`src/mem_pkg.sv`:
```
package mem_pkg;

    // Data and address width of the core
    localparam int XLEN = 32;

    // Memory operation offered by a lane
    typedef enum logic [1:0] {
        MEM_NONE  = 2'd0,
        MEM_LOAD  = 2'd1,
        MEM_STORE = 2'd2
    } mem_op_e;

    // Access width
    typedef enum logic [1:0] {
        W_BYTE = 2'd0,
        W_HALF = 2'd1,
        W_WORD = 2'd2
    } mem_width_e;

    // Memory stage control FSM
    typedef enum logic [1:0] {
        S_IDLE = 2'd0,
        S_REQ  = 2'd1,  // RAM request strobe
        S_WAIT = 2'd2   // Waiting for RAM ack
    } ms_state_e;

endpackage
```
`src/load_extend.sv`:
```
`timescale 1ns/1ns

module load_extend (
    input  logic [mem_pkg::XLEN-1:0]   rdata,
    input  logic [1:0]                 addr_lo,
    input  mem_pkg::mem_width_e        width,
    input  logic                       is_unsigned,
    output logic [mem_pkg::XLEN-1:0]   ext_data
);

    logic [7:0]  byte_sel;
    logic [15:0] half_sel;

    always_comb begin
        case (addr_lo)
            2'd0:    byte_sel = rdata[7:0];
            2'd1:    byte_sel = rdata[15:8];
            2'd2:    byte_sel = rdata[23:16];
            default: byte_sel = rdata[31:24];
        endcase
    end

    assign half_sel = addr_lo[1] ? rdata[31:16] : rdata[15:0];

    always_comb begin
        case (width)
            mem_pkg::W_BYTE: begin
                if (is_unsigned)
                    ext_data = {{(mem_pkg::XLEN-8){1'b0}}, byte_sel};
                else
                    ext_data = {{(mem_pkg::XLEN-8){byte_sel[7]}}, byte_sel};
            end
            mem_pkg::W_HALF: begin
                if (is_unsigned)
                    ext_data = {{(mem_pkg::XLEN-16){1'b0}}, half_sel};
                else
                    ext_data = {{(mem_pkg::XLEN-16){half_sel[15]}}, half_sel};
            end
            default: ext_data = rdata;  // Word passes through
        endcase
    end

endmodule

```
`config.mk`:
```
export PLATFORM = sky130hd
export DESIGN_NAME = load_extend
export DESIGN_NICKNAME = d
export VERILOG_FILES = /design/src/mem_pkg.sv /design/src/load_extend.sv
export SDC_FILE = /design/constraint.sdc
export NUM_CORES = 1
export LEC_CHECK = 0
export BUFFER_PORTS_ARGS = -buffer_cell sky130_fd_sc_hd__buf_2
export CAP_MARGIN = 20
export CORE_MARGIN = 5
export CORE_UTILIZATION = 45
export DETAILED_ROUTE_END_ITERATION = 12
export PLACE_DENSITY = 0.91
export SLEW_MARGIN = 20
export SYNTH_ARGS = -nofsm -noshare
export SYNTH_HDL_FRONTEND = slang
export SYNTH_SLANG_ARGS = --single-unit
```
`constraint.sdc`:
```
create_clock -name vclk -period 6.9
set_input_delay 1.725 -clock vclk [all_inputs]
set_output_delay 1.725 -clock vclk [all_outputs]
set_load 0.01 [all_outputs]
```
== After elaboration in Yosys (flattened, before gate mapping) ==
Cells that the tools add are included.
Cells by class
  equal/unequal tests: 3
  reductions and logical operators: 2
  multiplexer cells: 5
Operators with widths (count)
  $mux W32: 2
  $pmux W32 S2: 1
  $pmux W8 S3: 1
  $mux W16: 1
  $eq A2 B1 Y1 const B: 2
  $logic_not A2 Y1: 2
  $eq A2 B2 Y1 const B: 1
Storage, ports and cells
  word-level logic and storage cells: 10
  output and inout port bits: 32
  register bits: 0
  input port bits: 37

== Longest topological paths before layout ==
  depth in word-level cells: 4
  mapped depth: 7
  gate-level depth less buffers: 3

== Worst setup path before layout ==
Ideal clock, no wire load.
  kind: input port to output port
  start: input width[1]
  end: output ext_data[21] in the netlist's numbering
  path slack: 2.276 ns
  buffers on the path: 4
  data required time: 5.175 ns
  arrival time: 2.899 ns
  stages: 7
  path through: buf_6 or2_1 buf_2 or3_1 buf_6 buf_6 o211ai_2
Between the ends
  longest elaborated chain between the ends: 2
  elaborated cells between the ends (all ways): 3
  those cells by class: 1 x eq/ne; 1 x mux; 1 x reduce/logical
RTL lines
  from (decl): line load_extend.sv:6  | input mem_pkg::mem_width_e width,
  $eq A2 B1 Y1 or $logic_not A2 Y1 (tied branches): line load_extend.sv:26  | case (width)
  $pmux W32 S2 (*): line load_extend.sv:26
  to (decl): line load_extend.sv:8  | output logic [mem_pkg::XLEN-1:0] ext_data
Mark *: on every way between the ends. The rest lies on a longest branch, timed or not.

== Worst setup path in the final report ==
  start: input width[1]
  end: output ext_data[25] in the netlist's numbering
Same word-level chain as after synthesis.

==> impl_metrics.csv <==
group,metric,value,unit
layout,regArea,0,µm²
global_route,antenna_found_initial,0,
pwr,power_density,76.2,nW/µm²
run_status,status,"finished, final reports clean",
global_route,overflow,0,
logic_synthesis,synth_top_area_frac,0.178,
place,routabilityCongestion,0.868,
logic_synthesis,syn-cell-area,846,µm²
sta,fmaxAchievable,177,MHz
pwr,ir_worst_vdd,0.0376,mV
place,dp_cells,195,
place,io_buffers,69,
sta,tns,0,ps
global_route,track_usage,0.197,
worst_setup_path,critPathMaxFanout,36,
floorplan,dieWidth,53.4,µm
sta,post-route-min-period,5650,ps
global_route,grt_max_degree,37,
floorplan,die_area,2850,µm²
route,via_per_inst,5.76,
logic_synthesis,synthTopCellsByArea,"mux2i_1, o211ai_2, nand2_1",
worst_setup_path,crit_arrival,3920,ps
route,final_antenna_net_count,0,
layout,fill_cells,167,
floorplan,row_count,15,
layout,num_antenna_cells,0,
layout,fin_util,0.648,
worst_setup_path,critPathKind,"input port to output port",
sta,tightest_slew,1020,ps
floorplan,ios,69,
sta,timing.final.crit_share,0.819,
floorplan,start_util,0.479,
route,highest_layer,"met4",
sta,rsz0062_at_grt,"no",
route,dr.pass1.iters,4,
worst_setup_path,cp-startpoint,"width[1]",
logic_synthesis,avgSynthCellArea,7.35,µm²
clock_network,ctsResizeCount,0,
route,met1_length,1.21,mm
logic_synthesis,synth-warning-count,0,
clock_network,cts_post_setup_buffers_inserted,0,
floorplan,die_h,53.4,µm
logic_synthesis,ys_types,20,
worst_setup_path,worst_setup_path_start_kind,"input port",
sta,setup_ws,1250,ps
global_route,grt_pass1_vias,1043,
worst_hold_path,min-delay-start,"rdata[1]",
pwr,p_total,87.1,µW
sta,hold_viol,0,
global_route,grt_pass1_wl,4.43,mm
place,pre_cts_ws,1290,ps
route,vias,1124,
sta,report.final.slew_viol_count,0,
worst_setup_path,crit_required,5180,ps
logic_synthesis,yosysTopAreaCell,"mux2i_1",
place,place_hpwl,2.35,mm
route,drc,0,
logic_synthesis,synth_fp_nets,152,
route,routed_wirelength,2.88,mm
route,wl_met3,291,µm
worst_setup_path,critPathCaptureType,"output port",
route,wl_met2,1.33,mm
worst_hold_path,hp-class,"input port to output port",
layout,mostFrequentLayoutCells,"buf_2, nand2_1, mux2i_1",
pwr,leakage,0.582,nW
floorplan,coreArea,1760,µm²
layout,fin_nets,209,
sta,setup_viol_count_final,0,
logic_synthesis,synth_cells,115,
sta,slew_headroom,0.317,
clock_network,ctsHoldBuffers,0,
layout,stdcell_count,195,
route,drt_iter0_markers,51,
logic_synthesis,yosysSeqAreaShare,0,
route,wire_per_inst,14.8,µm
layout,final_common_cell,"buf_2",
job,maxCapViolCount,0,
layout,seq_cells,0,
layout,area_growth,35.1,%
layout,nClkBuffers,0,
layout,drive_gt1_frac,0.500,
[layout make-up]
cell class / instances / area (µm²) / share of cell area
multi-input combinational: 97 / 743 / 0.651
inverter: 2 / 7.51 / 0.00657
timing repair buffer: 71 / 360 / 0.315
tap: 25 / 31.3 / 0.0274
[Yosys cell counts, drive strengths merged]
library cell,number
o22a,7
buf,9
mux2i,15
or2,1
a32oi,1
o221ai,8
o21ba,1
o211ai,17
a22oi,9
nor2b,9
or3,1
clkbuf,7
nand2,25
clkinv,1
inv,1
mux2,2
nor3,1
[power breakdown]
group          switching (mW)  internal (mW)
clock network               0              0
logic                  0.0477         0.0394
registers                   0              0
total                  0.0477         0.0394
[worst paths after layout]
| kind | slack (ps) | end | cells after the start |
|---|---|---|---|
| max | 1250 | ext_data[25] | 6 |
| min | 3760 | ext_data[1] | 3 |
[cells by family (layout without fill, tap and decap cells)]
family,after synthesis,after routing,share of synthesized area
AOI/OAI and AO/OA,43,43,0.476
buffers and inverters,18,73,0.121
muxes,17,17,0.204
and+or+nand+nor,37,37,0.198
[per-layer routing]
metal | GRT usage | vias to the layer above
li1 | - | 554
met3 | 0.0225 | 6
met4 | 0.0383 | 0
met1 | 0.269 | 505
met5 | 0 | -
met2 | 0.327 | 59
[per-stage QoR]
step                hold slack (ps)  area, µm²
floorplan                      3570        846
global placement               3760       1140
detailed placement             3760       1140
CTS                            3760       1140
global route                   3780       1140
finish                         3760       1140
[critical path, stage by stage]
cell	delay, ps
buf_2	430
nor2b_1	290
a32oi_2	910
buf_4	290
o211ai_2	90
buf_2	170
Note: power is estimated with default switching activity, not from simulation.
