**src/mem_pkg.sv**
```systemverilog
package mem_pkg;

    // Data and address width of the core
    localparam int XLEN = 32;

    // Memory operation offered by a lane
    typedef enum logic [1:0] {
        MEM_NONE  = 2'd0,
        MEM_LOAD  = 2'd1,
        MEM_STORE = 2'd2
    } mem_op_e;

    // Access width
    typedef enum logic [1:0] {
        W_BYTE = 2'd0,
        W_HALF = 2'd1,
        W_WORD = 2'd2
    } mem_width_e;

    // Memory stage control FSM
    typedef enum logic [1:0] {
        S_IDLE = 2'd0,
        S_REQ  = 2'd1,  // RAM request strobe
        S_WAIT = 2'd2   // Waiting for RAM ack
    } ms_state_e;

endpackage
```
**src/store_format.sv**
```systemverilog
`timescale 1ns/1ns

module store_format (
    input  logic [mem_pkg::XLEN-1:0]   addr,
    input  mem_pkg::mem_width_e        width,
    input  logic [mem_pkg::XLEN-1:0]   wdata,
    output logic [mem_pkg::XLEN-1:0]   ram_wdata,
    output logic [3:0]                 ram_be
);

    logic [1:0] offs;

    assign offs = addr[1:0];

    // Data is replicated across lanes, the strobe picks the lane written
    always_comb begin
        case (width)
            mem_pkg::W_BYTE: begin
                ram_wdata = {4{wdata[7:0]}};
                ram_be    = 4'b0001 << offs;
            end
            mem_pkg::W_HALF: begin
                ram_wdata = {2{wdata[15:0]}};
                ram_be    = offs[1] ? 4'b1100 : 4'b0011;  // Upper or lower half
            end
            mem_pkg::W_WORD: begin
                ram_wdata = wdata;
                ram_be    = 4'b1111;
            end
            default: begin
                ram_wdata = wdata;
                ram_be    = 4'b0000;  // Unused encoding writes nothing
            end
        endcase
    end

endmodule

```
**config.mk**
```make
export PLATFORM = sky130hd
export DESIGN_NAME = store_format
export DESIGN_NICKNAME = d
export VERILOG_FILES = /design/src/mem_pkg.sv /design/src/store_format.sv
export SDC_FILE = /design/constraint.sdc
export NUM_CORES = 1
export LEC_CHECK = 0
export BUFFER_PORTS_ARGS = -buffer_cell sky130_fd_sc_hd__buf_2
export CORE_ASPECT_RATIO = 0.75
export CORE_MARGIN = 4
export CORE_UTILIZATION = 28
export DETAILED_ROUTE_END_ITERATION = 12
export GPL_TIMING_DRIVEN = 0
export PLACE_DENSITY = 0.9
export SYNTH_ARGS = -nofsm -noshare
export SYNTH_HDL_FRONTEND = slang
export SYNTH_SLANG_ARGS = --single-unit
```
**constraint.sdc**
```tcl
create_clock -name vclk -period 1.6
set_clock_uncertainty 0.05 [all_clocks]
set_input_delay 0.08 -clock vclk [all_inputs]
set_output_delay 0.08 -clock vclk [all_outputs]
set_load 0.005 [all_outputs]
```
; ---- Word-level counts from Yosys, hierarchy flattened
; Cells that the tools add are included.
[classes]
n_reduce_logical = 1
shift = 1
n_eq_ne = 2
muxes = 3
[ops]
columns = op, count
row1 = 32-bit case mux with 2 select lines, 1
row2 = 4-bit case mux with 3 select lines, 1
row3 = 4-bit 2-to-1 mux, 1
row4 = "1-bit by 2-bit << shifter with 4-bit output, first input constant", 1
row5 = "2-bit by 1-bit == test with 1-bit output, second input constant", 1
row6 = "2-bit == test, second input constant", 1
row7 = 2-bit logical NOT, 1
[word_totals]
register_bits = 0
in_bits = 66
elab_cells = 7

; ---- Depth between registers and ports, before layout
[depth]
ltp_word = 2
ltp_mapped = 4
ltp_nobuf = 3

; ---- Worst setup path after synthesis
; Ideal clock, no wire load.
[synth_timing]
path_type = input -> output
startpoint = input port width[0]
endpoint = output port ram_wdata[10] in the netlist's numbering
path_stages = 3
t_arrival_ns = 0.731
setup_slack_ns = 0.739
n_path_buf = 1
cell_sequence = buf_6 -> nor2_4 -> mux2_2
[synth_via]
elab_chain_len = 2
word_cells_on_any_way = 3
[synth_rtl]
columns = element, line
row1 = "start, declared", store_format.sv:5  ; input mem_pkg::mem_width_e width,
row2 = 2-bit by 1-bit == test with 1-bit output or 2-bit logical NOT (tied branches), store_format.sv:17  ; case (width)
row3 = 32-bit case mux with 2 select lines (*), store_format.sv:17
row4 = "end, declared", store_format.sv:7  ; output logic [mem_pkg::XLEN-1:0] ram_wdata,
; Mark *: on every way between the ends. The rest lies on a longest branch, timed or not.

; ---- Worst setup path in the final report
[layout_timing]
startpoint = input port width[1]
endpoint = output port ram_wdata[13] in the netlist's numbering
; Same word-level chain as after synthesis.

==> results.json <==
{
  "synth_top_family_by_area": "multiplexers",
  "num_rows": 12,
  "design.core.area_sq_mm": 0.00159,
  "path_max_fanout": 8,
  "setup_viol": 0,
  "critical_path_required_ns": 1.47,
  "final_hold_viol_count": 0,
  "final_area_sq_um": 887,
  "diodes": 0,
  "max_freq_mhz": 925,
  "antenna_found_initial": 0,
  "synth_compound_area_share_pct": 13.9,
  "synth_top_area_share_pct": 35.6,
  "fin_nets": 203,
  "synthSimpleGateAreaFrac_pct": 9.41,
  "period_minus_slack_ns": 1.08,
  "cts_resized": 0,
  "synth.mux.area_fraction_pct": 55.4,
  "die_h_microns": 44.8,
  "cts_setup_buffers": 0,
  "maxCapViolations": 0,
  "design.seq.count": 0,
  "grt_overflow_total": 0,
  "drive_above_1_share_pct": 74.8,
  "synth_cell_type_count": 12,
  "yosysSeqAreaShare_pct": 0,
  "p_int_mw": 0.144,
  "combinationalPowerShare_pct": 100.0,
  "synth_fp_nets": 130,
  "hold_path.class": "primary input to primary output",
  "numPortBuffers": 71,
  "yosys_warnings": 0,
  "synth_area_sq_um": 505,
  "grt_max_degree": 11,
  "critPathLaunchType": "primary input",
  "drt_iter0_drc": 9,
  "finalCritPeriodShare_pct": 67.5,
  "synthCells": 64,
  "vias_per_cell": 4.52,
  "synthAdderAreaFrac_pct": 0,
  "power_switching_mw": 0.104,
  "num_io_pins": 102,
  "drc": 0,
  "whs_ns": 0.384,
  "dpl_cell_area_sq_um": 887,
  "dr.pass1.iters": 2,
  "netSwitchingFraction_pct": 41.9,
  "worst_slew_pin_slew_ns": 0.262,
  "drtAntennaViolNets": 0,
  "power_per_cell_area_mw_per_mm2": 280,
  "wl_per_cell_microns": 12.4,
  "tns_ns": 0,
  "grt_pass1_wl_microns": 3110,
  "yosys-top-cells-area": "mux2_2, mux2i_1, buf_4",
  "crit_type": "primary input to primary output",
  "vias": 705,
  "synthToLayoutAreaGrowth_pct": 75.5,
  "finalWirelength_microns": 1940,
  "synth-xor-area-share_pct": 0,
  "grtUsageTotal_pct": 14.5,
  "final_util_pct": 55.7,
  "p_leak_nw": 0.513,
  "syn_area_per_cell_sq_um": 7.90,
  "routabilityCongestion": 0.750,
  "worstPathArrival_ns": 0.95,
  "status": "completed",
  "ctsHoldBuffers": 0,
  "setup.worst_path.end_class": "primary output",
  "start_util_pct": 31.8,
  "rsz0062_at_grt": "false",
  "power_mw": 0.248,
  "max_slew_margin_pct": 82.5,
  "netlist.top_cell.by_area": "mux2_2",
  "ir_drop_v": 0.000169,
  "grt_pass1_vias": 721,
  "register_area_sq_um": 0,
  "drv_slew": 0,
  "clkbuf_count": 0,
  "dieWidth_microns": 57.1,
  "dieArea_sq_mm": 0.00256,
  "clockPowerShare_pct": 0,
  "seqPwrFrac_pct": 0,
  "hpwl_microns": 1680
}
==> kinds of logic (layout without fill, tap and decap cells) <==
logic type / count (synthesis) / count (layout)
compound gates: 14 / 14
simple gates: 10 / 10
mux: 26 / 26
buf+inv: 14 / 85
==> critical path: stages <==
cell	delay, ns
buf_2	0.13
nor2_4	0.25
mux2_2	0.37
buf_2	0.12
==> layout by cell type, fill, tap and decap left out <==
master    instances
buf_2            73
mux2_2           16
o21ai_0          10
mux2i_1          10
buf_4             9
nand2_1           8
a21oi_1           4
buf_6             1
nor2_4            1
buf_8             1
nand2b_1          1
inv_1             1
==> path summary, 6_finish.rpt <==
path | endpoint | start | slack [ns] | cells past startpoint
min | ram_wdata[31] | wdata[31] | 0.38 | 4
max | ram_wdata[13] | width[1] | 0.52 | 4
==> routing by layer <==
layer / global-route usage [%] / routed length, microns / up-vias
li1: - / - / 365
met1: 16.4 / 751 / 298
met2: 30.1 / 998 / 40
met3: 1.43 / 174 / 2
met4: 1.85 / 17 / 0
met5: 0 / 0 / -
==> power groups by stage <==
| stage | Clock [mW] | Sequential (mW) | Combinational, mW |
|---|---|---|---|
| final | 0 | 0 | 0.248 |
| after global routing | 0 | 0 | 0.276 |
| after CTS | 0 | 0 | 0.252 |
| after detailed placement | 0 | 0 | 0.251 |
| after global placement | 0 | 0 | 0.244 |
| after floorplan | 0 | 0 | 0.123 |
==> through the flow <==
stage	std cells	worst slack, ns
global route	156	0.459
detailed placement	156	0.503
floorplan	64	0.739
CTS	156	0.500
finish	156	0.519
global placement	156	0.516
==> cells in the mapped netlist <==
cell type / number
o21ai_0: 10
nand2_1: 8
buf_6: 1
mux2i_1: 10
nand2b_1: 1
a21oi_1: 4
buf_8: 1
buf_4: 9
mux2_2: 16
nor2_4: 1
buf_2: 2
inv_1: 1
==> layout make-up <==
type	count	area [sq um]
fill	169	704
multi-input combinational	50	398
timing repair buffer	71	355
buffer	13	104
tap	21	26.3
inverter	1	3.75
Note: power is estimated with default switching activity, not from simulation.
