`src/mem_pkg.sv`:
```
package mem_pkg;

    // Data and address width of the core
    localparam int XLEN = 32;

    // Memory operation offered by a lane
    typedef enum logic [1:0] {
        MEM_NONE  = 2'd0,
        MEM_LOAD  = 2'd1,
        MEM_STORE = 2'd2
    } mem_op_e;

    // Access width
    typedef enum logic [1:0] {
        W_BYTE = 2'd0,
        W_HALF = 2'd1,
        W_WORD = 2'd2
    } mem_width_e;

    // Memory stage control FSM
    typedef enum logic [1:0] {
        S_IDLE = 2'd0,
        S_REQ  = 2'd1,  // RAM request strobe
        S_WAIT = 2'd2   // Waiting for RAM ack
    } ms_state_e;

endpackage
```
`src/ms_ctrl.sv`:
```
`timescale 1ns/1ns

module ms_ctrl (
    input  logic                       clk,
    input  logic                       rst_n,
    input  logic                       sel_valid,
    input  mem_pkg::mem_op_e           sel_op,
    input  mem_pkg::mem_width_e        sel_width,
    input  logic                       sel_unsigned,
    input  logic [mem_pkg::XLEN-1:0]   sel_addr,
    input  logic [mem_pkg::XLEN-1:0]   sel_wdata,
    input  logic [mem_pkg::XLEN-1:0]   sel_pc,
    input  logic                       ram_ack,
    input  logic [mem_pkg::XLEN-1:0]   ext_data,
    output logic                       ram_req,
    output logic                       ram_we,
    output logic [mem_pkg::XLEN-1:0]   ram_addr,
    output mem_pkg::mem_width_e        op_width,
    output logic                       op_unsigned,
    output logic [mem_pkg::XLEN-1:0]   op_wdata,
    output logic                       ms_done,
    output logic [mem_pkg::XLEN-1:0]   ms_result,
    output logic                       excp_ale,
    output logic [mem_pkg::XLEN-1:0]   excp_pc
);

    mem_pkg::ms_state_e state;
    mem_pkg::mem_op_e   op_q;
    logic [mem_pkg::XLEN-1:0] pc_q;
    logic misaligned;
    logic accept;
    logic ram_done;

    // Halfword needs bit 0 clear, word needs both low bits clear
    always_comb begin
        case (sel_width)
            mem_pkg::W_HALF: misaligned = sel_addr[0];
            mem_pkg::W_WORD: misaligned = |sel_addr[1:0];
            default:         misaligned = 1'b0;
        endcase
    end

    assign accept = sel_valid && (state == mem_pkg::S_IDLE);

    always_ff @(posedge clk) begin
        if (!rst_n) begin
            state    <= mem_pkg::S_IDLE;
            excp_ale <= 1'b0;
        end else begin
            excp_ale <= accept && misaligned;  // Exception finishes one cycle after issue
            case (state)
                mem_pkg::S_IDLE: begin
                    if (accept && !misaligned)
                        state <= mem_pkg::S_REQ;
                end
                mem_pkg::S_REQ:  state <= mem_pkg::S_WAIT;
                mem_pkg::S_WAIT: begin
                    if (ram_ack)
                        state <= mem_pkg::S_IDLE;
                end
                default:         state <= mem_pkg::S_IDLE;
            endcase
        end
    end

    // Operation payload
    always_ff @(posedge clk) begin
        if (accept) begin
            op_q        <= sel_op;
            op_width    <= sel_width;
            op_unsigned <= sel_unsigned;
            ram_addr    <= sel_addr;
            op_wdata    <= sel_wdata;
            pc_q        <= sel_pc;
        end
    end

    assign ram_req  = (state == mem_pkg::S_REQ);
    assign ram_we   = (op_q == mem_pkg::MEM_STORE);
    assign ram_done = (state == mem_pkg::S_WAIT) && ram_ack;

    assign ms_done   = ram_done || excp_ale;
    assign ms_result = (ram_done && op_q == mem_pkg::MEM_LOAD) ? ext_data : '0;
    assign excp_pc   = excp_ale ? pc_q : '0;

    // RAM answers only the request this FSM made
    ack_in_wait: assert property (@(posedge clk) disable iff (!rst_n)
        ram_ack |-> state == mem_pkg::S_WAIT)
        else $error("ram_ack outside S_WAIT");

    // No back-pressure, a busy stage drops the issue
    issue_in_idle: assert property (@(posedge clk) disable iff (!rst_n)
        sel_valid |-> state == mem_pkg::S_IDLE)
        else $error("issue dropped while memory stage busy");

    done_single: assert property (@(posedge clk) disable iff (!rst_n)
        ms_done |=> !ms_done)
        else $error("ms_done high two cycles in a row");

endmodule

```
`config.mk`:
```
export PLATFORM = sky130hd
export DESIGN_NAME = ms_ctrl
export DESIGN_NICKNAME = d
export VERILOG_FILES = /design/src/mem_pkg.sv /design/src/ms_ctrl.sv
export SDC_FILE = /design/constraint.sdc
export NUM_CORES = 1
export LEC_CHECK = 0
export ABC_AREA = 1
export BUFFER_PORTS_ARGS = -buffer_cell sky130_fd_sc_hd__buf_2
export CAP_MARGIN = 20
export CELL_PAD_IN_SITES_DETAIL_PLACEMENT = 1
export CELL_PAD_IN_SITES_GLOBAL_PLACEMENT = 2
export CORE_MARGIN = 10
export CORE_UTILIZATION = 24
export DETAILED_ROUTE_END_ITERATION = 7
export PLACE_DENSITY_LB_ADDON = 0.1
export SLEW_MARGIN = 20
export SYNTH_ARGS = -nofsm -noshare
export SYNTH_HDL_FRONTEND = slang
export SYNTH_SLANG_ARGS = --single-unit
```
`constraint.sdc`:
```
create_clock -name clk -period 10.5 [get_ports clk]
set_input_delay 0 -clock clk [delete_from_list [all_inputs] [get_ports clk]]
set_output_delay 0 -clock clk [all_outputs]
set_load 0.05 [all_outputs]
```
* After elaboration in Yosys (flattened, before gate mapping)
Cells that the tools add are included.
Word-level totals: output and inout bits 135, word-level logic and storage cells 32, flip-flop bits (word level) 104
Operators by class: multiplexer cells 6, reductions and logical operators 10, equal/unequal tests 8
Operator list (count):
- 2-to-1 mux 32 bit | 2
- equality test 2 x 1 -> 1 bit, second input constant | 3
- equality test 2 bit, second input constant | 3
- case mux 2 bit (3 select lines) | 1
- logical AND 1 bit | 5
- 2-to-1 mux 2 bit | 2
- zero test 2 bit | 1
- inequality test 2 x 1 -> 1 bit, second input constant | 1
- inequality test 2 bit, second input constant | 1
- case mux 1 bit (2 select lines) | 1
- AND reduction 2 bit | 1
- OR reduction 2 bit | 1
- zero test 1 bit | 1
- logical OR 1 bit | 1

* Logic depth before layout (Yosys ltp)
depth in word-level cells 6, mapped depth 6, depth with buffers taken out 6

* Worst setup path before layout
No wires, ideal clock.
path kind register to register, from register state[1], to register op_q[0], enable pin, clock period less this slack 8.426 ns, buffers on the path 0, cell stages (with the launch flop) 2, required time 9.795 ns, slack 2.074 ns, arrival time 7.721 ns, path through dfxtp_1 -> nor3b_1
On the way: longest elaborated chain between the ends 2
Ends and longest elaborated chain:
- start, declared | RTL line ms_ctrl.sv:27 | mem_pkg::ms_state_e state;
- start signal, assigned | RTL line ms_ctrl.sv:47 | state <= mem_pkg::S_IDLE;
- start signal, assigned | RTL line ms_ctrl.sv:54 | state <= mem_pkg::S_REQ;
- start signal, assigned | RTL line ms_ctrl.sv:56 | mem_pkg::S_REQ: state <= mem_pkg::S_WAIT;
- zero test 2 bit | RTL line ms_ctrl.sv:43 | assign accept = sel_valid && (state == mem_pkg::S_IDLE);
- logical AND 1 bit | RTL line ms_ctrl.sv:43
- via accept | RTL line ms_ctrl.sv:31 | logic accept;
- end signal, assigned | RTL line ms_ctrl.sv:69 | op_q <= sel_op;
- end, declared | RTL line ms_ctrl.sv:28 | mem_pkg::mem_op_e op_q;
The timed path passes the listed nets, and every way through them passes these cells. A chain may end at the register's enable or synchronous reset.

* Worst setup path after layout
from register state[1], to register ram_addr[15] (netlist bit), enable pin
On the way: longest elaborated chain between the ends 2
Ends and longest elaborated chain:
- zero test 2 bit | RTL line ms_ctrl.sv:43
- logical AND 1 bit | RTL line ms_ctrl.sv:43
- via accept | RTL line ms_ctrl.sv:31
- end signal, assigned | RTL line ms_ctrl.sv:72 | ram_addr <= sel_addr;
- end, declared | RTL line ms_ctrl.sv:17 | output logic [mem_pkg::XLEN-1:0] ram_addr,
The timed path passes the listed nets, and every way through them passes these cells.

==> metrics.md <==
| Metric | Value |
|---|---|
| Total of warnings raised by yosys | `0` |
| #FFs+latches synth | `roughly 100` |
| Final Hold Violating Endpoints | `0` |
| Overall routing resource usage | `0.136` |
| Fmax achieved | `462 MHz` |
| Critical path class | `reg2reg` |
| Fin crit period | `roughly 2.2 ns` |
| Routed vias | `3417` |
| Port Buffers | `271` |
| Via density | `3.93` |
| Max FO, Critical Path | `80` |
| Grt ovf | `0` |
| Initial Util | `0.248` |
| Largest net degree at the start of global routing | `81` |
| Most frequent cells in the layout | `buf_2 (271), dlygate4sd3_1 (104), edfxtp_1 (101)` |
| Post-Route Skew | `0.00652 ns` |
| PwrDens | `~160 mW/mm2` |
| Area delta synth->final | `75.1%` |
| CORE AREA | `0.0161 mm2` |
| Slew headroom | `0.304` |
| Worst-skew pair later-pin latency | `0.35 ns` |
| Crit path launch type | `flip-flop` |
| Total power | `0.00108 W` |
| Setup-failing EPs final | `0` |
| Outcome | `finished clean` |
| Arrival time worst endpoint | `between 2 and 2.5 ns` |
| WL/cell | `between 15 and 20 um` |
| Worst path required time | `10.48 ns` |
| Max VDD drop | `0.0985 mV` |
| Nets | `approximately 800` |
| Synthesized net count | `408` |
| Final ANT Viol Nets | `0` |
| DIE HEIGHT | `149 um` |
| CTS tree | `yes` |
| Placement Setup Slack | `a little over 8 ns` |
| Initial antenna violation count | `0` |
| Vias in the first global route | `4022` |
| Final period util | `0.206` |
| IO Pins | `272` |
| Gpl congestion | `0.710` |
| Mapped cell area | `approximately 0.0040 mm2` |
| Fin. max-slew vios | `0` |
| # DRC | `0` |
| Max-Cap Viols | `0` |
| Worst setup EP type | `flip-flop` |
| Setup TNS | `0 ns` |
| Commonest non-fill, non-tap cell in the layout | `buf_2` |
| DP HPWL | `11000 um` |
| First-pass GRT wire length | `23200 um` |
| Sequential fraction of the synthesis area | `0.778` |
| Beginning of the worst hold path | `sel_pc[27]` |
| Clock transition at path regs | `0.07 ns` |
| Dominant cell type by area after synthesis | `edfxtp_1` |
| Synth top area share | `0.763` |
| H-tree depth | `3` |
| Syn avg cell area | `14.8 um2` |
| Actual slew at the worst max-slew pin | `1.04 ns` |
| Hold_ws | `0.350 ns` |
| RR Startpoint | `state[1]` |
| Clock Path Buffers | `2` |
| Static leakage | `about 3.4 nW` |
| Rows | `46` |
| Total CTS buffers | `9` |
| Die Width | `about 150 um` |
| CTS root buffer | `clkbuf_16` |
| First element of the critical path | `state[1]` |
| Antenna diode count | `0` |
| WL final | `15000 um` |
| Unrepaired setup endpoints after global routing | `no` |
| Final worst slack | `8.34 ns` |
| Clock Sinks | `~100` |
| DRT Pass-1 Iters | `4` |
| Iter 0 DRT Violations | `78` |
| Hold WC Path Type | `in2reg` |
| Synth top area cells | `edfxtp_1 (76%), nor3_2 (7.3%), inv_1 (6.8%)` |
| Synth cell types | `18` |
| Syn Inst Count | `269` |
| Share of cells above drive strength 1 | `0.492` |
| Die area | `0.0221 mm2` |
==> path summary, 6_finish.rpt <==
path         depth (start not counted)  slack, ns           end
min reg2reg                          3       0.66      state[0]
max                                  3       8.34  ram_addr[15]
max reg2reg                          3       8.34  ram_addr[15]
min                                  2       0.35      pc_q[27]
==> stage by stage <==
stage,area [um2],utilization,std cells
2_1_floorplan,3980,-,269
3_3_place_gp,5570,0.347,750
3_5_place_dp,5570,0.347,750
4_1_cts,6960,0.433,870
5_1_grt,6960,0.433,870
6_report,6960,0.433,870
==> cell usage after synthesis (all sizes together) <==
library cell  count
nor3             32
nor2              5
inv              72
dfxtp             3
a21boi            1
edfxtp          101
buf               9
a21oi             1
nand3b            1
nand3             2
nor3b             1
ha                2
clkbuf            1
nand2            38
==> critical path: stages, from the launching register on <==
cell and delay (ns):
dfxtp_1 0.37, nor3b_2 0.19, buf_4 0.31, buf_4 0.84
==> registers in the layout (all words and copies together) (netlist names) <==
register	count
op_q	2
pc_q	32
excp_ale	1
op_unsigned	1
op_width	2
state	2
op_wdata	32
ram_addr	32
==> cell families (layout without fill, tap and decap cells) <==
group | Yosys count | count (layout) | share of synthesized area
flops | 104 | 104 | 0.778
fa+ha+maj | 2 | 2 | 0.00629
simple gates | 79 | 79 | 0.127
compound gates | 2 | 2 | 0.00315
buf+inv | 82 | 467 | 0.0856
==> power by group <==
| part | leakage (nW) | internal, W | switching, W |
|---|---|---|---|
| Sequential | 0.993 | 0.000491 | 0.00000816 |
| Clock | 0.169 | 0.000237 | 0.000161 |
| Combinational | 2.26 | 0.0000612 | 0.000124 |
==> repair_timing <==
item	4_1_cts	5_1_grt
endpoints found under the hold margin	104	0
gates resized for setup	0	0
setup buffers	0	0
hold buffers	104	0
==> layout make-up <==
| type | instances | area, um2 |
|---|---|---|
| multi-input cells | 83 | 547 |
| repair buffers | 379 | 2430 |
| well taps | 216 | 270 |
| fillers | 1784 | 9100 |
| inverters | 72 | 270 |
| clock inverters | 7 | 126 |
| flip-flops and latches | 104 | 3090 |
| clock buffers | 9 | 225 |
==> per-layer routing <==
| layer | share of wire | GRT usage | vias up |
|---|---|---|---|
| li1 | - | - | 1633 |
| met1 | 0.37 | 0.141 | 1602 |
| met2 | 0.49 | 0.231 | 166 |
| met3 | 0.12 | 0.0686 | 16 |
| met4 | 0.015 | 0.0496 | 0 |
| met5 | 0 | 0 | - |
Power figures use the tool's default switching activity.
