==> config.mk <==
export PLATFORM = sky130hd
export DESIGN_NAME = mem_lane_select
export DESIGN_NICKNAME = d
export VERILOG_FILES = /design/src/mem_pkg.sv /design/src/mem_lane_select.sv
export SDC_FILE = /design/constraint.sdc
export NUM_CORES = 1
export LEC_CHECK = 0
export ABC_CLOCK_PERIOD_IN_PS = 1400
export BUFFER_PORTS_ARGS = -buffer_cell sky130_fd_sc_hd__buf_2
export CORE_AREA = 2 2 119 121
export DETAILED_ROUTE_END_ITERATION = 12
export DIE_AREA = 0 0 121 123
export PLACE_DENSITY = 0.5
export SETUP_SLACK_MARGIN = 0.02
export SLEW_MARGIN = 20
export SYNTH_ARGS = -nofsm -noshare
export SYNTH_HDL_FRONTEND = slang
export SYNTH_SLANG_ARGS = --single-unit
==> constraint.sdc <==
create_clock -name vclk -period 1.4
set_input_delay 0.28 -clock vclk [all_inputs]
set_output_delay 0.28 -clock vclk [all_outputs]
set_load 0.005 [all_outputs]
==> src/mem_pkg.sv <==
package mem_pkg;

    // Data and address width of the core
    localparam int XLEN = 32;

    // Memory operation offered by a lane
    typedef enum logic [1:0] {
        MEM_NONE  = 2'd0,
        MEM_LOAD  = 2'd1,
        MEM_STORE = 2'd2
    } mem_op_e;

    // Access width
    typedef enum logic [1:0] {
        W_BYTE = 2'd0,
        W_HALF = 2'd1,
        W_WORD = 2'd2
    } mem_width_e;

    // Memory stage control FSM
    typedef enum logic [1:0] {
        S_IDLE = 2'd0,
        S_REQ  = 2'd1,  // RAM request strobe
        S_WAIT = 2'd2   // Waiting for RAM ack
    } ms_state_e;

endpackage
==> src/mem_lane_select.sv <==
`timescale 1ns/1ns

module mem_lane_select (
    input  mem_pkg::mem_op_e           l0_op,
    input  mem_pkg::mem_width_e        l0_width,
    input  logic                       l0_unsigned,
    input  logic [mem_pkg::XLEN-1:0]   l0_addr,
    input  logic [mem_pkg::XLEN-1:0]   l0_wdata,
    input  logic [mem_pkg::XLEN-1:0]   l0_pc,
    input  mem_pkg::mem_op_e           l1_op,
    input  mem_pkg::mem_width_e        l1_width,
    input  logic                       l1_unsigned,
    input  logic [mem_pkg::XLEN-1:0]   l1_addr,
    input  logic [mem_pkg::XLEN-1:0]   l1_wdata,
    input  logic [mem_pkg::XLEN-1:0]   l1_pc,
    input  logic                       flush,
    output logic                       sel_valid,
    output mem_pkg::mem_op_e           sel_op,
    output mem_pkg::mem_width_e        sel_width,
    output logic                       sel_unsigned,
    output logic [mem_pkg::XLEN-1:0]   sel_addr,
    output logic [mem_pkg::XLEN-1:0]   sel_wdata,
    output logic [mem_pkg::XLEN-1:0]   sel_pc
);

    always_comb begin
        sel_op       = mem_pkg::MEM_NONE;
        sel_width    = mem_pkg::W_BYTE;
        sel_unsigned = 1'b0;
        sel_addr     = '0;
        sel_wdata    = '0;
        sel_pc       = '0;
        if (l0_op != mem_pkg::MEM_NONE) begin  // Older lane first
            sel_op       = l0_op;
            sel_width    = l0_width;
            sel_unsigned = l0_unsigned;
            sel_addr     = l0_addr;
            sel_wdata    = l0_wdata;
            sel_pc       = l0_pc;
        end else if (l1_op != mem_pkg::MEM_NONE) begin
            sel_op       = l1_op;
            sel_width    = l1_width;
            sel_unsigned = l1_unsigned;
            sel_addr     = l1_addr;
            sel_wdata    = l1_wdata;
            sel_pc       = l1_pc;
        end
    end

    assign sel_valid = (sel_op != mem_pkg::MEM_NONE) && !flush;  // Flush cancels the issue

endmodule

* Word-level counts from Yosys, hierarchy flattened
Index checks and enable logic that the tools add are counted.
** Cells by class
- Muxes and demuxes :: 12
- Reduce and logical (&&, ||, !) cells :: 5
** Operators by type and width (number)
- 2-to-1 mux 32 bit :: 6
- 2-to-1 mux 2 bit :: 4
- nonzero test 2 bit :: 3
- 2-to-1 mux 1 bit :: 2
- logical AND 1 bit :: 1
- zero test 1 bit :: 1
** Word-level totals
- Bits in registers :: 0
- Bits of input ports :: 203
- Output and inout bits :: 102
- Logic and storage cells :: 17

* Longest topological paths before layout
Gate-level depths: netlist of the first run.
- Word-level depth :: 5
- Mapped depth :: 5

* Least setup slack after synthesis of the first run
No wires, ideal clock.
- Path kind :: input-to-output
- Start :: input l0_op[1]
- End :: output sel_addr[22] in the netlist's numbering
- Arrival :: 1.030 ns
- Path slack :: 0.090 ns
- Stages on the path :: 5
- Cell sequence :: or2_1 -> buf_6 -> buf_6 -> buf_6 -> o21ai_2
** Between the ends
- Cells in the longest elaborated chain, start to end :: 2
** Ends and longest elaborated chain
- start, declared :: line mem_lane_select.sv:4 : input mem_pkg::mem_op_e l0_op,
- nonzero test 2 bit :: line mem_lane_select.sv:33 : if (l0_op != mem_pkg::MEM_NONE) begin
- 2-to-1 mux 32 bit :: line mem_lane_select.sv:33
- end, declared :: line mem_lane_select.sv:21 : output logic [mem_pkg::XLEN-1:0] sel_addr,
No other way between the ends.

* Final worst setup path of the first run
- Start :: input l0_op[1]
- End :: output sel_pc[26] in the netlist's numbering
** Between the ends
- Cells in the longest elaborated chain, start to end :: 2
** Ends and longest elaborated chain
- nonzero test 2 bit :: line mem_lane_select.sv:33
- 2-to-1 mux 32 bit :: line mem_lane_select.sv:33
- end, declared :: line mem_lane_select.sv:23 : output logic [mem_pkg::XLEN-1:0] sel_pc
No other way between the ends.

==> impl_results.md, run 1 <==
* Pint at a little under 0.7 mW
* Critical path data required time at 1120 ps
* Multiplexer share of the synthesized area at 0%
* Fin nets at 870
* Top cells by area, synth: o21ai_0 78%, clkbuf_1 9.6%, o21ai_2 4.9%
* Sw frac at 47.6%
* Number of clock buffers in the layout at 0
* Hold Violations, Final at 0
* Post-synthesis sequential area ratio at 0%
* Logic pwr share at 100.0%
* Crit path time final at 1450 ps
* Final WS setup at -48.1 ps
* Slew @ Worst Pin at 284 ps
* Final Cycle Share at 103%
* Syn Std Cell Area at 1800 um^2
* Failing checks: negative setup slack
* Antenna viol nets, final at 0
* WL final at 11500 um
* Max_cap viols at 0
* Xor/xnor share of the synthesized area at 0%
* Area grow syn2layout at 125%
* Post-Synthesis Cells at around 360
* Placed cell count at about 840
* IO Count at 305
* Diode count at 0
* DPL Wire Length at slightly below 9000 um
* Setup Fix Bufs, Post-CTS at 0
* Vias in the first global route at roughly 3200
* Die X-Extent at 121 um
* First-pass GRT wire length at 15900 um
* Num sequential at 0
* Synth Area in Compound Gates at between 80% and 90%
* Max Freq at 691 MHz
* Die Ht at ~120 um
* Crit. End Element: primary output
* RD Place Congestion at between 0.8 and 0.9
* Hold Path Class: in2out
* Mapped Avg Cell Area at 5.00 um^2
* Rows at 43
* Final Setup Violations at 57
* Area leader, netlist: o21ai_0
* Max FO, Critical Path at 49
* Placed Area at between 3000 and 4000 um^2
* Storage cell area at 0 um^2
* Post-Synth Simple-Gate Area at 0.905%
* CTS hold repair buffers at 0
* Most common cell in the netlist: o21ai_0
* Status: finished with violations
* Total global routing track utilization at 12.7%
* Initial antenna violation count at 0
* Pwr per Cell Area at 320 nW/um^2
* Vias at 3922
* Unrepaired setup endpoints after global routing: yes
* Vias/cell at 4.64
* TritonRoute pass-1 iters at 5
* Worst slew margin at 80.9%
* Placeable core area at 13600 um^2
* Routed length per instance at 13.6 um
* Largest net degree at the start of global routing at 50
* Total gr overflow at 0
* YS warnings at 0
* Leakage at between 1.5 and 2 nW
* Clock power frac at 0%
* Hold WS at ~790 ps
* Synth Area in Adders at 0%
* Count of final max-slew check failures at 0
* Die area at roughly 15000 um^2
* Flop pwr share at 0%
* Kind of critical path: in2out
* IO buf count at 305
* Final instance area at 4050 um^2
* Most common library cells after synthesis: 280 x o21ai_0, 46 x clkbuf_1, 10 x o21ai_2
* Main combinational cell family by area after synthesis: compound AO/OA/AOI/OAI gates
* Synth top area share at 78.0%
* Final cell count without fillers at approximately 850
* Max IR drop VDD at 0.0000833 V
* Total power after layout at 1.29 mW
* Mapped Nets at between 500 and 600
* Worst setup SP type: input port
* # DRC at 0
* Starting density of the core at 13.2%
* WP data arrival at 1170 ps
* Psw at around 0.62 mW
* Yosys cell types at 12
* Layout cells sized above 1 at 59.2%
* DR iter-0 viols at 172
final timing paths:
path / startpoint / to / slack [ps] / cells past startpoint
max: l0_op[1] / sel_pc[26] / -50 / 5
min: flush / sel_valid / 790 / 3
cells by family after synthesis:
logic type,Yosys count
buffers and inverters,57
and+or+nand+nor,3
AOI/OAI and AO/OA,299
repair_timing:
| item | in CTS | in global routing |
|---|---|---|
| endpoints found under the setup margin | 100 | 100 |
| cloned | 0 | 2 |
| gates resized for setup | 94 | 94 |
| pin swaps | 0 | 0 |
metal layers:
metal | vias to the layer above | wire (um) | global-route usage, %
li1 | 1948 | - | -
met1 | 1765 | 4770 | 16.4
met2 | 205 | 5740 | 24.0
met4 | 0 | 36 | 0
met3 | 4 | 934 | 1.43
met5 | - | 0 | 0
power groups by stage:
stage	Sequential (mW)	Combinational, mW	Clock (mW)
floorplan	0	0.449	0
global placement	0	1.17	0
detailed placement	0	1.17	0
CTS	0	1.22	0
global route	0	1.42	0
finish	0	1.29	0
metrics by stage:
| stage | TNS [ps] | util [%] | worst slack [ps] |
|---|---|---|---|
| 3_5_place_dp | -3750 | 28.4 | -98.9 |
| 6_report | -888 | 29.7 | -48.1 |
| 4_1_cts | -605 | 28.7 | -35.5 |
| 3_3_place_gp | -3620 | 28.4 | -121 |
| 5_1_grt | -4230 | 29.7 | -85.7 |
| 2_1_floorplan | 0 | - | 89.9 |
cells in the final DEF, fill, tap and decap left out, drive strengths merged:
master,n
nor2,1
buf,358
nor4,1
inv,2
or2,1
a21o,1
o21ai,298
clkbuf,3
area by class of cell:
class	instances	area, um^2
fill	1555	9570
timing repair buffer	361	2160
multi-input combinational	302	1650
tap	180	225
inverter	2	7.51
worst max-delay path: stages:
cell and delay, ps:
buf_8 100, or2_4 270, buf_12 180, o21ai_2 170
buf_2 130
Note: power is estimated with default switching activity, not from simulation.
==> inputs of run 2 (changes only) <==
--- a/config.mk
+++ b/config.mk
@@ -5,12 +5,14 @@
 export SDC_FILE = /design/constraint.sdc
 export NUM_CORES = 1
 export LEC_CHECK = 0
+export ABC_AREA = 1
 export ABC_CLOCK_PERIOD_IN_PS = 1400
 export BUFFER_PORTS_ARGS = -buffer_cell sky130_fd_sc_hd__buf_2
-export CORE_AREA = 2 2 119 121
+export CORE_AREA = 2 2 118 120
 export DETAILED_ROUTE_END_ITERATION = 12
-export DIE_AREA = 0 0 121 123
-export PLACE_DENSITY = 0.5
+export DIE_AREA = 0 0 120 122
+export GPL_ROUTABILITY_DRIVEN = 0
+export PLACE_DENSITY = 0.48
 export SETUP_SLACK_MARGIN = 0.02
 export SLEW_MARGIN = 20
 export SYNTH_ARGS = -nofsm -noshare
==> impl_results.md, run 2 <==
* Status: finished with violations
* Failing checks: negative setup slack
* Hold Violations, Final at 0 (unchanged)
* Area grow syn2layout at 158%
* Vias/cell at 4.16 (-10%)
* Syn Std Cell Area at 1480 um^2 (-18%)
* Mapped Nets at 540 (-3.9%)
* Clock power frac at 0% (unchanged)
* Area leader, netlist: nand2_1
* Mapped Avg Cell Area at 4.40 um^2 (-12%)
* Crit. End Element: primary output
* Vias at 3408 (-13%)
* Diode count at 0 (unchanged)
* DPL Wire Length at 7210 um (-19%)
* Setup Total Neg Slack at -5660 ps (-4780 ps)
* Layout cells sized above 1 at 58.1% (-1.1 points)
* DR iter-0 viols at 97 (-44%)
* Antenna viol nets, final at 0 (unchanged)
* # DRC at 0 (unchanged)
* Flop pwr share at 0% (unchanged)
* Final Cycle Share at 107% (+3.2 points)
* Most common library cells after synthesis: 198 x nand2_1, 99 x nand3_1, 15 x buf_2
* Routed length per instance at 13.6 um (+0.12%)
* Num sequential at 0 (unchanged)
* Initial antenna violation count at 0 (unchanged)
* Yosys cell types at 13 (+1)
* Fin nets at 845 (-2.9%)
* Post-Synthesis Cells at 337 (-6.1%)
* IO buf count at 305 (unchanged)
* Post-synthesis sequential area ratio at 0% (unchanged)
* Final Util at 28.3% (-1.5 points)
* Sw frac at 46.1% (-1.5 points)
* Unrepaired setup endpoints after global routing: yes
* Psw at 0.560 mW (-9.1%)
* Commonest non-fill, non-tap cell in the layout: buf_2
* Most common cell in the netlist: nand2_1
* Slew @ Worst Pin at 241 ps (-43.0 ps)
* Pint at 0.654 mW (-3.4%)
* Final Setup Violations at 100 (+75%)
* Vias in the first global route at 2939 (-8.6%)
* Most frequent cells in the layout: 303 x buf_2, 182 x nand2_1, 80 x nand3_1
* Pwr per Cell Area at 318 nW/um^2 (-0.50%)
* Die Ht at 122 um (-0.81%)
* Max Freq at 670 MHz (-3.0%)
* Max_cap viols at 0 (unchanged)
* Starting density of the core at 11.0% (-2.2 points)
* Logic pwr share at 100.0% (about the same)
* Total gr overflow at 0 (unchanged)
* Critical path data required time at 1120 ps (about the same)
* Max IR drop VDD at 0.0000814 V (-2.2%)
* Rows at 43 (unchanged)
* Die area at 14600 um^2 (-1.6%)
* Die X-Extent at 120 um (-0.83%)
* YS warnings at 0 (unchanged)
* Final instance area at 3820 um^2 (-5.7%)
* Largest net degree at the start of global routing at 47 (-6.0%)
* Count of final max-slew check failures at 0 (unchanged)
* Crit path time final at 1490 ps (+44.7 ps)
* Hold Path Class: in2out
* IO Count at 305 (unchanged)
* Synth top area share at 50.2% (-28 points)
* WP data arrival at 1210 ps (+40 ps)
* Kind of critical path: in2out
* First-pass GRT wire length at 14800 um (-6.7%)
* WL final at 11200 um (-2.8%)
* Leakage at 2.41 nW (+23%)
* Final WS setup at -92.8 ps (-44.7 ps)
* TritonRoute pass-1 iters at 4 (-1)
* Number of clock buffers in the layout at 0 (unchanged)
* Top cells by area, synth: nand2_1 50%, nand3_1 33%, buf_4 7.1%
* Fill cells at 1569 (+0.90%)
* Placeable core area at 13500 um^2 (-0.79%)
* Total global routing track utilization at 12.5% (-0.19 points)
* Worst setup SP type: input port
* Worst slew margin at 83.9% (+3.1 points)
* Max FO, Critical Path at 6 (-88%)
* Placed Area at 3200 um^2 (-17%)
* Multi-input combinational cell area at 1430 um^2 (-14%)
* Storage cell area at 0 um^2 (unchanged)
## run 2: cell types whose count changed in the layout (fill, tap and decap cells not counted), moves of 2 or more
| cell | delta |
|---|---|
| buf_4 | -36 |
| nand2_4 | +2 |
| nand2_2 | +15 |
| buf_16 | +12 |
| buf_2 | +2 |
| o21ai_2 | -31 |
| o21ai_0 | -124 |
| buf_12 | -6 |
| nand3_2 | +19 |
| nand2_1 | +182 |
| nand3_1 | +80 |
| o21bai_1 | +2 |
| o21ai_1 | -143 |
## run 2: stage by stage
stage | setup WS, ps | instances | power (mW) | hold slack [ps]
after floorplan | 255 | 337 | 0.408 | 588
after global placement | -123 | 801 | 0.991 | 809
after detailed placement | -111 | 801 | 0.982 | 808
after CTS | -74.5 | 817 | 1.17 | 808
after global routing | -164 | 820 | 1.33 | 827
final | -92.8 | 820 | 1.21 | 809
## run 2: worst max-delay path, stage by stage
cell	delay, ps
buf_6	100
nor2_4	110
buf_6	150
buf_12	140
clkbuf_16	150
nand3_2	60
nand2_1	90
buf_2	120
## run 2: metal layers
layer  wire length (um)  GRT usage, %  vias to the layer above
li1                   -             -                     1695
met1               4060          14.0                     1499
met2               5960          25.7                      204
met3                967          1.54                       10
met4                162         0.882                        0
met5                  0             0                        -
## run 2: worst paths after layout
check / from / to / slack, ps / depth (start not counted)
max: l0_op[0] / sel_wdata[27] / -90 / 8
min: flush / sel_valid / 810 / 3
## run 2: power groups by stage
| stage | logic, mW | registers, mW | clock network [mW] |
|---|---|---|---|
| 2_1_floorplan | 0.408 | 0 | 0 |
| 3_3_place_gp | 0.991 | 0 | 0 |
| 3_5_place_dp | 0.982 | 0 | 0 |
| 4_1_cts | 1.17 | 0 | 0 |
| 5_1_grt | 1.33 | 0 | 0 |
| 6_report | 1.21 | 0 | 0 |
## run 2: cell type report
class	instances	area share, %
repair buffers	334	56.1
well taps	180	5.90
multi-input cells	303	37.3
inverters	3	0.623
## run 2: timing repair
item,CTS,global route
cloned,10,3
pin swaps,6,12
gates resized for setup,36,24
setup buffers,6,0
hold endpoints to repair,0,0
hold buffers,0,0
setup endpoints to repair,99,100
## run 2: logic make-up after synthesis
family	count (synthesis)	synth area share (%)
compound gates	3	1.35
buf+inv	34	13.9
simple gates	300	84.7
==> inputs of run 3 (changes only) <==
--- a/config.mk
+++ b/config.mk
@@ -6,13 +6,13 @@
 export NUM_CORES = 1
 export LEC_CHECK = 0
 export ABC_AREA = 1
-export ABC_CLOCK_PERIOD_IN_PS = 1400
 export BUFFER_PORTS_ARGS = -buffer_cell sky130_fd_sc_hd__buf_2
 export CORE_AREA = 2 2 118 120
 export DETAILED_ROUTE_END_ITERATION = 12
 export DIE_AREA = 0 0 120 122
 export GPL_ROUTABILITY_DRIVEN = 0
 export PLACE_DENSITY = 0.48
+export RECOVER_POWER = 50
 export SETUP_SLACK_MARGIN = 0.02
 export SLEW_MARGIN = 20
 export SYNTH_ARGS = -nofsm -noshare
==> impl_results.md, run 3 (synthesis results as in run 2) <==
* IO buf count at 305 (unchanged)
* Fin nets at 845 (unchanged)
* Largest stage delay on the critical path at 150 ps (about the same)
* Pwr per Cell Area at 318 nW/um^2 (about the same)
* Critical path data required time at 1120 ps (about the same)
* Critical path, cell by cell: buf_6, nor2_4, buf_6, buf_12, clkbuf_16, nand3_2, nand2_1, buf_2
* Placeable core area at 13500 um^2 (unchanged)
* # DRC at 0 (unchanged)
* Total power after layout at 1.21 mW (about the same)
* First-pass GRT wire length at 14800 um (unchanged)
* Final Setup Violations at 100 (unchanged)
* IO Count at 305 (unchanged)
* WP data arrival at 1210 ps (about the same)
* Number of clock buffers in the layout at 0 (unchanged)
* Final cell count without fillers at 820 (unchanged)
* Max IR drop VDD at 0.0000814 V (about the same)
* Hold Violations, Final at 0 (unchanged)
* TritonRoute pass-1 iters at 4 (unchanged)
* Storage cell area at 0 um^2 (unchanged)
* HP Start: flush
* Vias at 3407 (-0.029%)
* DPL Wire Length at 7210 um (unchanged)
* Num sequential at 0 (unchanged)
* Crit. End Element: primary output
* Initial antenna violation count at 0 (unchanged)
* CTS hold repair buffers at 0 (unchanged)
* Crit path time final at 1490 ps (unchanged)
* Die area at 14600 um^2 (unchanged)
* Final Cycle Share at 107% (unchanged)
* Max_cap viols at 0 (unchanged)
* Worst setup SP type: input port
* Fill cells at 1570 (+0.064%)
* Failing checks: negative setup slack
* Diode count at 0 (unchanged)
* Hold Crit Endpoint: sel_valid
* Hold Path Class: in2out
* Unrepaired setup endpoints after global routing: yes
* Routed length per instance at 13.6 um (about the same)
* Die Ht at 122 um (unchanged)
* Dpl ws at -111 ps (unchanged)
* Placed Area at 3200 um^2 (unchanged)
* Antenna viol nets, final at 0 (unchanged)
* Delay-heaviest family, CP: buffers and inverters
* Status: finished with violations
* Area grow syn2layout at 158% (about the same)
* Count of final max-slew check failures at 0 (unchanged)
* Largest net degree at the start of global routing at 47 (unchanged)
* Rows at 43 (unchanged)
* Max FO, Critical Path at 6 (unchanged)
* Hold path depth at 3 (unchanged)
* Vias/cell at 4.15 (about the same)
* DR iter-0 viols at 97 (unchanged)
* Worst slew margin at 83.9% (unchanged)
* Vias in the first global route at 2939 (unchanged)
* Critical path's slowest cell: buf_6
* Commonest non-fill, non-tap cell in the layout: buf_2
* Leakage at 2.41 nW (about the same)
* Max Freq at 670 MHz (unchanged)
* Layout cells sized above 1 at 58.0% (-0.16 points)
* Slew @ Worst Pin at 241 ps (unchanged)
* Final WS setup at -92.8 ps (unchanged)
* Worst Path Buf+Inv at 5 (unchanged)
* Most frequent cells in the layout: 302 x buf_2, 182 x nand2_1, 80 x nand3_1
* Die X-Extent at 120 um (unchanged)
* WL final at 11200 um (about the same)
* Placed cell count at 801 (unchanged)
* Starting density of the core at 11.0% (unchanged)
* Crit path top cell by count: buf_6
* Final instance area at 3820 um^2 (about the same)
* Hold WS at 808 ps (-1.04 ps)
* Kind of critical path: in2out
* Total global routing track utilization at 12.5% (unchanged)
* Total gr overflow at 0 (unchanged)
-- run 3: cell count changes in the layout (fill, tap and decap cells not counted), sizes merged --
cell | previous run | this run
buf | 331 | 330
clkbuf | 3 | 4
-- run 3: layout make-up --
class	instances	area [um^2]	area share (%)
repair buffers	334	2140	56.1
multi-input cells	303	1430	37.3
well taps	180	225	5.90
inverters	3	23.8	0.623
-- run 3: routing by layer --
metal  vias to the layer above  wire length, um  global-route usage, %  part of all wire [%]
li1                       1695                -                      -                     -
met1                      1498             4070                   14.0                    36
met2                       204             5960                   25.7                    53
met3                        10              967                   1.54                   8.7
met4                         0              162                  0.882                   1.5
met5                         -                0                      0                     0
-- run 3: worst max path at each step --
stage | depth (start not counted) | endpoint | startpoint
floorplan | 6 | sel_addr[22] | l1_op[0]
detailed placement | 7 | sel_pc[19] | l0_op[1]
CTS | 8 | sel_wdata[24] | l0_op[0]
finish | 8 | sel_wdata[27] | l0_op[0]
global placement | 7 | sel_pc[7] | l0_op[1]
global route | 8 | sel_addr[1] | l0_op[0]
-- run 3: report_power, final --
group	switching, mW	internal, mW
Clock	0	0
Sequential	0	0
Combinational	0.560	0.654
-- run 3: timing repair --
item,4_1_cts,5_1_grt
setup endpoints to repair,99,100
setup buffers,6,0
cloned,10,3
gates resized for setup,36,24
pin swaps,6,12
-- run 3: metrics by stage --
stage / utilization, % / setup TNS (ps)
3_5_place_dp: 23.7 / -8250
6_report: 28.3 / -5670
4_1_cts: 27.0 / -4960
2_1_floorplan: - / 0
3_3_place_gp: 23.7 / -8660
5_1_grt: 28.3 / -12880
